`src/source/histDataPkg.sv`:
```
package histDataPkg;

    // tdc bin code width, 16 bins per pixel
    localparam int BIN_BITS = 4;

    // histogram count width, counts wrap
    localparam int COUNT_BITS = 8;

    // pixel index width, up to 16 pixels
    localparam int PIXEL_BITS = 4;

    // one photon hit from the array
    typedef struct packed {
        logic [PIXEL_BITS-1:0] pixel;
        logic [BIN_BITS-1:0]   bin;
    } hitT;

    // peak result of one pixel
    // bin is the first bin holding the maximum
    typedef struct packed {
        logic [PIXEL_BITS-1:0] pixel;
        logic [BIN_BITS-1:0]   bin;
        logic [COUNT_BITS-1:0] count;
    } peakT;

endpackage

```
`src/source/histCtrlPkg.sv`:
```
package histCtrlPkg;

    import histDataPkg::*;

    // ram address is {pixel, bin}
    localparam int MEM_ADDR_BITS = PIXEL_BITS + BIN_BITS;

    // write request into the histogram ram
    typedef struct packed {
        logic                     en;
        logic [MEM_ADDR_BITS-1:0] addr;
        logic [COUNT_BITS-1:0]    data;
    } memWriteT;

    // read request, data comes back one cycle later
    typedef struct packed {
        logic                     en;
        logic [MEM_ADDR_BITS-1:0] addr;
    } memReadT;

    // histogram builder FSM
    typedef enum logic [1:0] {
        IDLE,
        COLLECT,
        FLUSH
    } builderStateT;

    // peak finder sweep operation
    // clear only zeroes, peak reads and zeroes
    typedef enum logic [1:0] {
        SCAN_NONE,
        SCAN_CLEAR,
        SCAN_PEAK
    } scanOpT;

endpackage

```
`src/source/hisBuilder.sv`:
```
`timescale 1ns/1ns

module hisBuilder import histDataPkg::*, histCtrlPkg::*; #(
    parameter int PIXEL_NUM = 4,
    parameter int ACQ_NUM   = 3
) (
    input  logic                  clk,
    input  logic                  res,
    input  logic                  hitValid,
    input  hitT                   hit,
    input  logic                  acqEnd,
    input  logic                  busy,
    input  logic [COUNT_BITS-1:0] rdData,
    output memReadT               builderRead,
    output memWriteT              builderWrite,
    output logic                  hisBuildDone
);

    localparam int ACQ_BITS = (ACQ_NUM > 1) ? $clog2(ACQ_NUM) : 1;
    localparam logic [ACQ_BITS-1:0] ACQ_LAST = ACQ_BITS'(ACQ_NUM - 1);

    builderStateT state;
    builderStateT stateNext;

    logic [ACQ_BITS-1:0]      acqCnt;
    logic                     hitTake;
    logic                     acqTake;
    logic                     acqWrap;
    logic [MEM_ADDR_BITS-1:0] hitAddr;

    // write stage of the pipeline
    logic                     wrValid;
    logic [MEM_ADDR_BITS-1:0] wrAddr;

    // last written count, for a re-read of the same address
    logic                     fwdValid;
    logic [COUNT_BITS-1:0]    fwdCount;

    logic [COUNT_BITS-1:0]    baseCount;
    logic [COUNT_BITS-1:0]    newCount;

    assign hitAddr = {hit.pixel, hit.bin};

    // no hits while the peak finder owns the ram or the frame is closing
    // pixels past the active array are dropped
    assign hitTake = hitValid && !busy && (state != FLUSH) && (hit.pixel < PIXEL_NUM);
    assign acqTake = acqEnd && !busy && (state != FLUSH);
    assign acqWrap = acqTake && (acqCnt == ACQ_LAST);

    always_comb begin
        stateNext = state;
        case (state)
            IDLE: begin
                // a single-acquisition frame can close right away
                if (acqWrap) begin
                    stateNext = FLUSH;
                end else if (hitTake || acqTake) begin
                    stateNext = COLLECT;
                end
            end
            COLLECT: begin
                if (acqWrap) begin
                    stateNext = FLUSH;
                end
            end
            FLUSH: begin
                // wait for the last increment to land
                if (!wrValid) begin
                    stateNext = IDLE;
                end
            end
            default: begin
                stateNext = IDLE;
            end
        endcase
    end

    // one cycle, FLUSH always leaves on it
    assign hisBuildDone = (state == FLUSH) && !wrValid;

    // stale ram data if the previous cycle wrote the same bin
    assign baseCount = fwdValid ? fwdCount : rdData;
    assign newCount  = baseCount + 1'b1;

    always_comb begin
        builderRead.en     = hitTake;
        builderRead.addr   = hitAddr;
        builderWrite.en    = wrValid;
        builderWrite.addr  = wrAddr;
        builderWrite.data  = newCount;
    end

    always_ff @(posedge clk or negedge res) begin
        if (!res) begin
            state    <= IDLE;
            acqCnt   <= '0;
            wrValid  <= 1'b0;
            fwdValid <= 1'b0;
        end else begin
            state   <= stateNext;
            wrValid <= hitTake;
            // next read hits the address written now
            fwdValid <= hitTake && wrValid && (hitAddr == wrAddr);
            if (acqTake) begin
                acqCnt <= acqWrap ? '0 : acqCnt + 1'b1;
            end
        end
    end

    // pipeline payload
    always_ff @(posedge clk) begin
        wrAddr   <= hitAddr;
        fwdCount <= newCount;
    end

endmodule

```
`src/source/histMemory.sv`:
```
`timescale 1ns/1ns

module histMemory import histDataPkg::*, histCtrlPkg::*; (
    input  logic                  clk,
    input  memReadT               builderRead,
    input  memWriteT              builderWrite,
    input  memReadT               scanRead,
    input  memWriteT              scanWrite,
    output logic [COUNT_BITS-1:0] rdData
);

    // one count per {pixel, bin}
    logic [COUNT_BITS-1:0] countMem [1 << MEM_ADDR_BITS];

    memWriteT wrSel;
    memReadT  rdSel;

    // scan side wins, clients never overlap anyway
    assign wrSel = scanWrite.en ? scanWrite : builderWrite;
    assign rdSel = scanRead.en ? scanRead : builderRead;

    // write port
    always_ff @(posedge clk) begin
        if (wrSel.en) begin
            countMem[wrSel.addr] <= wrSel.data;
        end
    end

    // read port, registered
    // same-address write in this cycle returns the old value
    always_ff @(posedge clk) begin
        if (rdSel.en) begin
            rdData <= countMem[rdSel.addr];
        end
    end

endmodule

```
`src/source/histTop.sv`:
```
`timescale 1ns/1ns

module histTop import histDataPkg::*, histCtrlPkg::*; #(
    parameter int PIXEL_NUM = 4,
    parameter int ACQ_NUM   = 3
) (
    input  logic clk,
    input  logic res,
    input  logic hitValid,
    input  hitT  hit,
    input  logic acqEnd,
    output logic busy,
    output logic peakValid,
    output peakT peak
);

    // builder side of the ram
    memReadT  builderRead;
    memWriteT builderWrite;

    // peak finder side of the ram
    memReadT  scanRead;
    memWriteT scanWrite;

    // shared read data, owner follows busy
    logic [COUNT_BITS-1:0] rdData;

    // frame handoff builder to peak finder
    logic hisBuildDone;

    hisBuilder #(
        .PIXEL_NUM (PIXEL_NUM),
        .ACQ_NUM   (ACQ_NUM)
    ) builder (
        .clk          (clk),
        .res          (res),
        .hitValid     (hitValid),
        .hit          (hit),
        .acqEnd       (acqEnd),
        .busy         (busy),
        .rdData       (rdData),
        .builderRead  (builderRead),
        .builderWrite (builderWrite),
        .hisBuildDone (hisBuildDone)
    );

    peakFinder #(
        .PIXEL_NUM (PIXEL_NUM)
    ) finder (
        .clk          (clk),
        .res          (res),
        .hisBuildDone (hisBuildDone),
        .rdData       (rdData),
        .scanRead     (scanRead),
        .scanWrite    (scanWrite),
        .busy         (busy),
        .peakValid    (peakValid),
        .peak         (peak)
    );

    histMemory memory (
        .clk          (clk),
        .builderRead  (builderRead),
        .builderWrite (builderWrite),
        .scanRead     (scanRead),
        .scanWrite    (scanWrite),
        .rdData       (rdData)
    );

endmodule

```
`src/source/peakFinder.sv`:
```
`timescale 1ns/1ns

module peakFinder import histDataPkg::*, histCtrlPkg::*; #(
    parameter int PIXEL_NUM = 4
) (
    input  logic                  clk,
    input  logic                  res,
    input  logic                  hisBuildDone,
    input  logic [COUNT_BITS-1:0] rdData,
    output memReadT               scanRead,
    output memWriteT              scanWrite,
    output logic                  busy,
    output logic                  peakValid,
    output peakT                  peak
);

    // last bin of the last active pixel
    localparam logic [MEM_ADDR_BITS-1:0] LAST_ADDR =
        MEM_ADDR_BITS'(PIXEL_NUM * (1 << BIN_BITS) - 1);

    scanOpT op;

    // clear sweep request, set by reset
    logic clearReq;

    logic [MEM_ADDR_BITS-1:0] addrCnt;
    logic                     scanning;
    logic                     lastAddr;

    // read data stage
    logic                     rdLive;
    logic [PIXEL_BITS-1:0]    rdPixel;
    logic [BIN_BITS-1:0]      rdBin;

    // running peak of the current pixel
    logic [COUNT_BITS-1:0]    maxCount;
    logic [BIN_BITS-1:0]      maxBin;

    logic                     firstBin;
    logic                     lastBin;
    logic                     take;
    logic [COUNT_BITS-1:0]    candCount;
    logic [BIN_BITS-1:0]      candBin;

    assign scanning = (op != SCAN_NONE);
    assign lastAddr = (addrCnt == LAST_ADDR);

    // every visited bin is zeroed
    // read only needed for the peak search
    always_comb begin
        scanRead.en     = (op == SCAN_PEAK);
        scanRead.addr   = addrCnt;
        scanWrite.en    = scanning;
        scanWrite.addr  = addrCnt;
        scanWrite.data  = '0;
    end

    always_ff @(posedge clk or negedge res) begin
        if (!res) begin
            op       <= SCAN_NONE;
            clearReq <= 1'b1;
            addrCnt  <= '0;
        end else begin
            clearReq <= 1'b0;
            if (clearReq) begin
                op <= SCAN_CLEAR;
            end else if (hisBuildDone) begin
                op <= SCAN_PEAK;
            end else if (scanning && lastAddr) begin
                op <= SCAN_NONE;
            end
            if (scanning) begin
                addrCnt <= lastAddr ? '0 : addrCnt + 1'b1;
            end
        end
    end

    // data of a peak read comes back next cycle
    always_ff @(posedge clk or negedge res) begin
        if (!res) begin
            rdLive    <= 1'b0;
            peakValid <= 1'b0;
        end else begin
            rdLive    <= (op == SCAN_PEAK);
            peakValid <= rdLive && lastBin;
        end
    end

    always_ff @(posedge clk) begin
        rdPixel <= addrCnt[MEM_ADDR_BITS-1:BIN_BITS];
        rdBin   <= addrCnt[BIN_BITS-1:0];
    end

    assign firstBin = (rdBin == '0);
    assign lastBin  = (rdBin == '1);

    // strictly greater keeps the first bin of a tie
    assign take      = firstBin || (rdData > maxCount);
    assign candCount = take ? rdData : maxCount;
    assign candBin   = take ? rdBin : maxBin;

    always_ff @(posedge clk) begin
        if (rdLive) begin
            maxCount <= candCount;
            maxBin   <= candBin;
        end
        // result includes the final bin itself
        if (rdLive && lastBin) begin
            peak.pixel <= rdPixel;
            peak.bin   <= candBin;
            peak.count <= candCount;
        end
    end

    // covers reset request, sweep and the two drain cycles
    assign busy = clearReq || scanning || rdLive || peakValid;

endmodule

```
`config.mk`:
```
export PLATFORM = sky130hd
export DESIGN_NAME = histTop
export DESIGN_NICKNAME = d
export VERILOG_FILES = /design/src/source/histDataPkg.sv /design/src/source/histCtrlPkg.sv /design/src/source/hisBuilder.sv /design/src/source/histMemory.sv /design/src/source/histTop.sv /design/src/source/peakFinder.sv
export SDC_FILE = /design/constraint.sdc
export NUM_CORES = 2
export LEC_CHECK = 0
export BUFFER_PORTS_ARGS = -buffer_cell sky130_fd_sc_hd__buf_2
export CAP_MARGIN = 25
export CORE_MARGIN = 8
export CORE_UTILIZATION = 40
export CTS_CLUSTER_SIZE = 12
export DETAILED_ROUTE_END_ITERATION = 16
export SLEW_MARGIN = 20
export SYNTH_ARGS = -nofsm -noshare
export SYNTH_HDL_FRONTEND = slang
export SYNTH_SLANG_ARGS = --single-unit
export TNS_END_PERCENT = 5
```
`constraint.sdc`:
```
create_clock -name clk -period 14.3 [get_ports clk]
set_input_delay 0.715 -clock clk [delete_from_list [all_inputs] [get_ports clk]]
set_output_delay 0.715 -clock clk [all_outputs]
set_load 0.005 [all_outputs]
```
Yosys cells after proc, flatten, opt, wreduce, memory -nomap -nowiden
Memories as Yosys holds them, arrays and structs flattened. A register that Yosys moved wholly into a read port is not among the register bits. Cells that the tools add are included.

Multiply operators: 0. Multiplexer cells: 17. Add/sub/neg operators: 3. Magnitude comparators: 2. Equality and inequality tests: 11. Div/mod/pow operators: 0. Shift-type cells: 0. Reduce and logical (&&, ||, !) cells: 23. Bitwise operators: 0.

Operators with widths (number): two-way mux 8 bit (3); two-way mux 17 bit (1); adder 8 x 1 -> 8 bit, second input constant (2); two-way mux 2 bit (8); logical AND 1 bit (11); two-way mux 9 bit (1); equality test 8 x 6 -> 1 bit, second input constant (1); equality test 8 bit (1); greater-than comparator 8 bit (1); equality test 2 bit, second input constant (3); one-hot mux 2 bit (3 select lines) (1); logical OR 1 bit (5); equality test 4 bit, second input constant (1); zero test 4 bit (1); less-than comparator 4 x 3 -> 1 bit, second input constant (1); two-way mux 4 bit (1); inequality test 2 bit, second input constant (2); inequality test 3 x 1 -> 1 bit, second input constant (1); AND reduction 3 bit (1); nonzero test 3 bit (1); adder 2 x 1 -> 2 bit, second input constant (1); equality test 2 x 1 -> 1 bit, second input constant (1); zero test 1 bit (2); zero test 2 bit (1); other kinds (3) (4).

Bits in latches: 0. Bits in read-only memories: 0. Memories kept: 1. Word-level logic and storage cells: 75. Register bits: 71. Output and inout port bits: 18. Bits of input ports: 12. RAM bits: 2048.

Memories: memory.countMem (words 256, width 8, read ports 1, clocked after memory_dff 1, write ports 1, line histMemory.sv:13) `logic [COUNT_BITS-1:0] countMem [1 << MEM_ADDR_BITS];`.

Longest topological paths before layout
Depth in word-level cells: 12. Depth in mapped cells: 14. Gate-level depth less buffers: 10.

Cells and area by module
A second synthesis with hierarchy kept.

Cells, all modules: 4999. Area, all modules: 83948.0 µm².

By module, submodules not included: histMemory (instances 1, cells each 4745, area each 80763.7 µm², sequential area each 61739.2 µm²); peakFinder (instances 1, cells each 155, area each 2108.3 µm², sequential area each 1327.5 µm²); hisBuilder (instances 1, cells each 99, area each 1076.0 µm², sequential area each 470.5 µm²).

Worst setup path before layout
OpenSTA, ideal clock, no wires.

Path kind: register to register. Start point: register finder.op[1]. End point: memory memory.countMem[0][0], data pin. Required time: 12.903 ns. Data arrival time: 6.853 ns. Path slack: 6.050 ns. Cell stages (with the launch flop): 4. Buffers on the path: 1. Setup time: 1.397 ns. Path through: dfrtp_1 -> or2_2 -> clkbuf_1 -> nor2_1.

RTL lines: from (decl) (line peakFinder.sv:21) `scanOpT op;`; from (signal assigned) (line peakFinder.sv:60) `op <= SCAN_NONE;`; from (signal assigned) (line peakFinder.sv:66) `op <= SCAN_CLEAR;`; from (signal assigned) (line peakFinder.sv:68) `op <= SCAN_PEAK;`; to (decl) (line histMemory.sv:13).

Worst setup path in the final report
Start point: register finder.op[0]. End point: register memory.rdData[3] (read register of memory.countMem), data pin.

Word-level cells in the longest chain between the ends: 9. Elaborated cells between the ends (all ways): 10.

RTL lines: nonzero test 2 bit (line peakFinder.sv:45) `assign scanning = (op != SCAN_NONE);`; logical OR 1 bit (3 in series) (line peakFinder.sv:116) `assign busy = clearReq || scanning || rdLive || peakValid;`; zero test 1 bit (line hisBuilder.sv:46) `assign hitTake = hitValid && !busy && (state != FLUSH) && (hit.pixel < PIXEL_NUM);`; logical AND 1 bit (3 in series) (line hisBuilder.sv:46); two-way mux 9 bit (*) (line histMemory.sv:20) `assign rdSel = scanRead.en ? scanRead : builderRead;`; to (decl) (line histMemory.sv:9) `output logic [COUNT_BITS-1:0] rdData`.

Every way passes the cells marked *; elsewhere a longest branch is shown, timed or not. A chain may end at the register's enable or synchronous reset.

==> results.yml <==
clock_tree:
  cts_tree: "done"
  h-tree-depth: 4
  clockBufferDepth: 3
  post_cts_buffers: 0
  clk_latency_ns: 0.86
  clkTransAtPathRegs_ns: 0.06
  cts.sinks: 2127
  cts_made_buffers: 206
  cts-root-buf: "clkbuf_16"
  cts-resized-gates: 0
synth:
  yosysWarningCount: 0
  synth_top_cell_area_share: 0.7500
  synth_top_family_by_area: "simple AND/OR/NAND/NOR gates"
  synth_edf_count: 2084
  ys_ff_latch: 2127
  avgSynthCellArea_um2: 15.45
  ys_top_cells_by_area: "edfxtp_1 75%, nand2_1 4.8%, mux4_2 3.3%, mux2i_1 3.0%, nand3_1 1.9%"
  yosys.area_share.simple: 0.09770
  async_flop_share: 0.008933
  yosys.area.top_type: "edfxtp_1"
  synth_most_common_cell: "edfxtp_1"
  syn_inst: 5400
  synthesis.area_mm2: 0.08344
  synthAdderAreaFrac: 0.001649
  synth_cell_type_count: 66
  synth_compound_area_frac: 0.04404
  synth_flop_cell: "edfxtp_1"
  syn_nets: 5423
  synthXorXnorAreaFrac: 0.002099
  synth_mux_area_frac: 0.07061
  synthTopCellsByCount: "2084 x edfxtp_1, 1059 x nand2_1, 329 x nor2_1"
  yosysSeqAreaShare: 0.7615
worst_setup_path:
  slowest_delay_ns: 0.82
  crit_path_end_kind: "flip-flop"
  cp_cell_sequence: "nand2b_2 -> buf_4 -> mux2i_4 -> buf_4 -> buf_12 -> buf_4 -> mux2i_1 -> o22ai_1 -> a211oi_1 -> nor2_1 -> nor4_1 -> nor4_1"
  slowest_stage: "buf_4"
  r2r_start: "finder.op[0]"
  path_max_fanout: 116
  path_buf_inv: 4
  crit_family: "buffers and inverters"
  ff2ff_path_depth: 12
  path_class: "flip-flop to flip-flop"
  crit_required_ns: 14.87
  cp.arrival_ns: 6.68
  cp-startpoint: "finder.op[0]"
  worst_setup_path_start_kind: "flip-flop"
  crit_top_cell: "buf_4"
  cp.depth: 12
power_and_ir_drop:
  pwr-share-clk: 0.381
  p_switching_mw: 3.160
  intPower_mw: 9.866
  p_per_area_mw_per_mm2: 140.7
  ir_worst_vdd_mv: 0.1375
  p_leak_nw: 29.49
  combPwrFrac: 0.080
  swShare: 0.2426
  pwr-share-seq: 0.538
sta:
  period_share: 0.4273
  skew_ns: 0.04647
  maxSlewViolCount: 0
  max_slew.worst_pin.slew_ns: 1.176
  setup_viol: 0
  maxSlewHeadroom: 0.2131
  setup_tns_ns: 0
  layout_min_cycle_time_ns: 6.111
  finalHoldViolations: 0
  max_freq_mhz: 163.6
  rsz0062_at_grt: "no"
  hold_slack_ns: 0.06906
  worst_slack_ns: 8.189
floorplanning:
  io_pins: 30
  start_util: 0.4025
  die-area_mm2: 0.2235
  num_rows: 167
  die_h_um: 472.7
  die_x_um: 472.7
  core_mm2: 0.2073
route:
  first_iter_violations: 6075
  vias: 48010
  drc_errors: 0
  drt-wirelength-per-cell_um: 28.24
  viasPerCell: 5.755
  wirelength_um: 235600
  firstDrtPassIters: 6
  antenna_left: 0
place:
  portBuffers: 29
  placed_cells: 7991
  gp_congestion: 0.8393
  dpl_worst_slack_ns: 8.289
  dp_hpwl_um: 136500
cells_and_area:
  syn2layout_area_growth_pct: 10.93
  nets: 5447
  finalNonFillerCells: 8342
  drive_gt1_frac: 0.1002
  finish.utilization: 0.4465
hold_path:
  hp-class: "primary input to flip-flop"
  worstHoldStart: "hit[6]"
  hold_path_depth: 1
grt:
  antenna_found_initial: 12
  grt_pass1_wl_um: 336800
  grt_usage: 0.2046
  grt_pass1_vias: 46490
  grt_max_degree: 187
  grt_overflow_total: 0
outcome:
  outcome: "finished clean"
job:
  maxCapViolCount: 0
==> flip-flops by register name, summed over array words and instances (netlist names), 2 cells and up <==
| name | flops |
|---|---|
| memory.countMem | 2048 |
| finder.peak | 16 |
| builder.fwdCount | 8 |
| builder.wrAddr | 8 |
| finder.addrCnt | 8 |
| finder.maxCount | 8 |
| memory.rdData | 8 |
| finder.maxBin | 4 |
| finder.rdBin | 4 |
| finder.rdPixel | 4 |
| builder.acqCnt | 2 |
| builder.state | 2 |
| finder.op | 2 |
==> cell usage in the layout, fill, tap and decap left out, types with 20 or more instances in the layout <==
cell / n
nand4_1: 95
a21oi_1: 105
dfxtp_1: 24
a22oi_1: 57
nor4_1: 42
nor3_1: 20
clkbuf_16: 209
a32oi_1: 40
edfxtp_1: 2084
buf_4: 91
nand2_1: 1044
o21ai_0: 55
a31oi_1: 133
mux2i_1: 247
o22ai_1: 90
buf_2: 29
mux4_2: 123
clkinv_1: 30
clkbuf_1: 74
nor2_1: 326
nand3_1: 323
==> per-layer routing <==
metal	up-vias	global-route usage	share of wire
li1	20690	-	-
met1	24570	0.2729	0.39
met2	2278	0.3250	0.47
met3	466	0.04172	0.087
met4	6	0.09252	0.048
met5	-	0.001279	0.00028
==> final timing paths <==
check                                    end  slack, ns
max                         memory.rdData[3]       8.19
max in group asynchronous    finder.clearReq      13.61
min in group asynchronous    builder.wrValid       0.35
max reg2reg                 memory.rdData[3]       8.19
min reg2reg                  finder.peak[12]       0.41
min                        builder.wrAddr[6]       0.07
==> final cells by class <==
| cell class | instances | area (um2) |
|---|---|---|
| timing repair buffer | 142 | 1231 |
| sequential | 2127 | 63540 |
| fill | 18140 | 114700 |
| clock inverter | 45 | 386.6 |
| inverter | 20 | 75.07 |
| multi-input combinational | 2927 | 18270 |
| antenna | 7 | 17.52 |
| clock buffer | 286 | 5549 |
| tap | 2788 | 3488 |
==> power groups by stage <==
stage | registers (mW) | clock network [mW] | logic [mW]
floorplan | 7.13 | 0 | 0.547
global placement | 7.14 | 0 | 1.02
detailed placement | 7.14 | 0 | 1.03
CTS | 7.01 | 5.02 | 1.03
global route | 7.02 | 5.25 | 1.08
finish | 7.01 | 4.97 | 1.05
==> metrics by stage <==
step	cell area, um2	power, mW
2_1_floorplan	83440	7.674
3_3_place_gp	86270	8.156
3_5_place_dp	86410	8.172
4_1_cts	92370	13.07
5_1_grt	92550	13.35
6_report	92560	13.03
==> kinds of logic (layout without fill, tap and decap cells) <==
family	after synthesis	after routing
buf+inv	346	493
other cells	1	8
compound gates	566	566
flops	2127	2127
simple gates	1922	1922
fa+ha+maj	11	11
xor+xnor	20	20
mux	407	407
==> what timing repair did <==
action | CTS | global route
hold endpoints to repair | 20 | 0
setup endpoints to repair | 0 | 0
hold buffers | 3 | 0
Note: power is estimated with default switching activity, not from simulation.
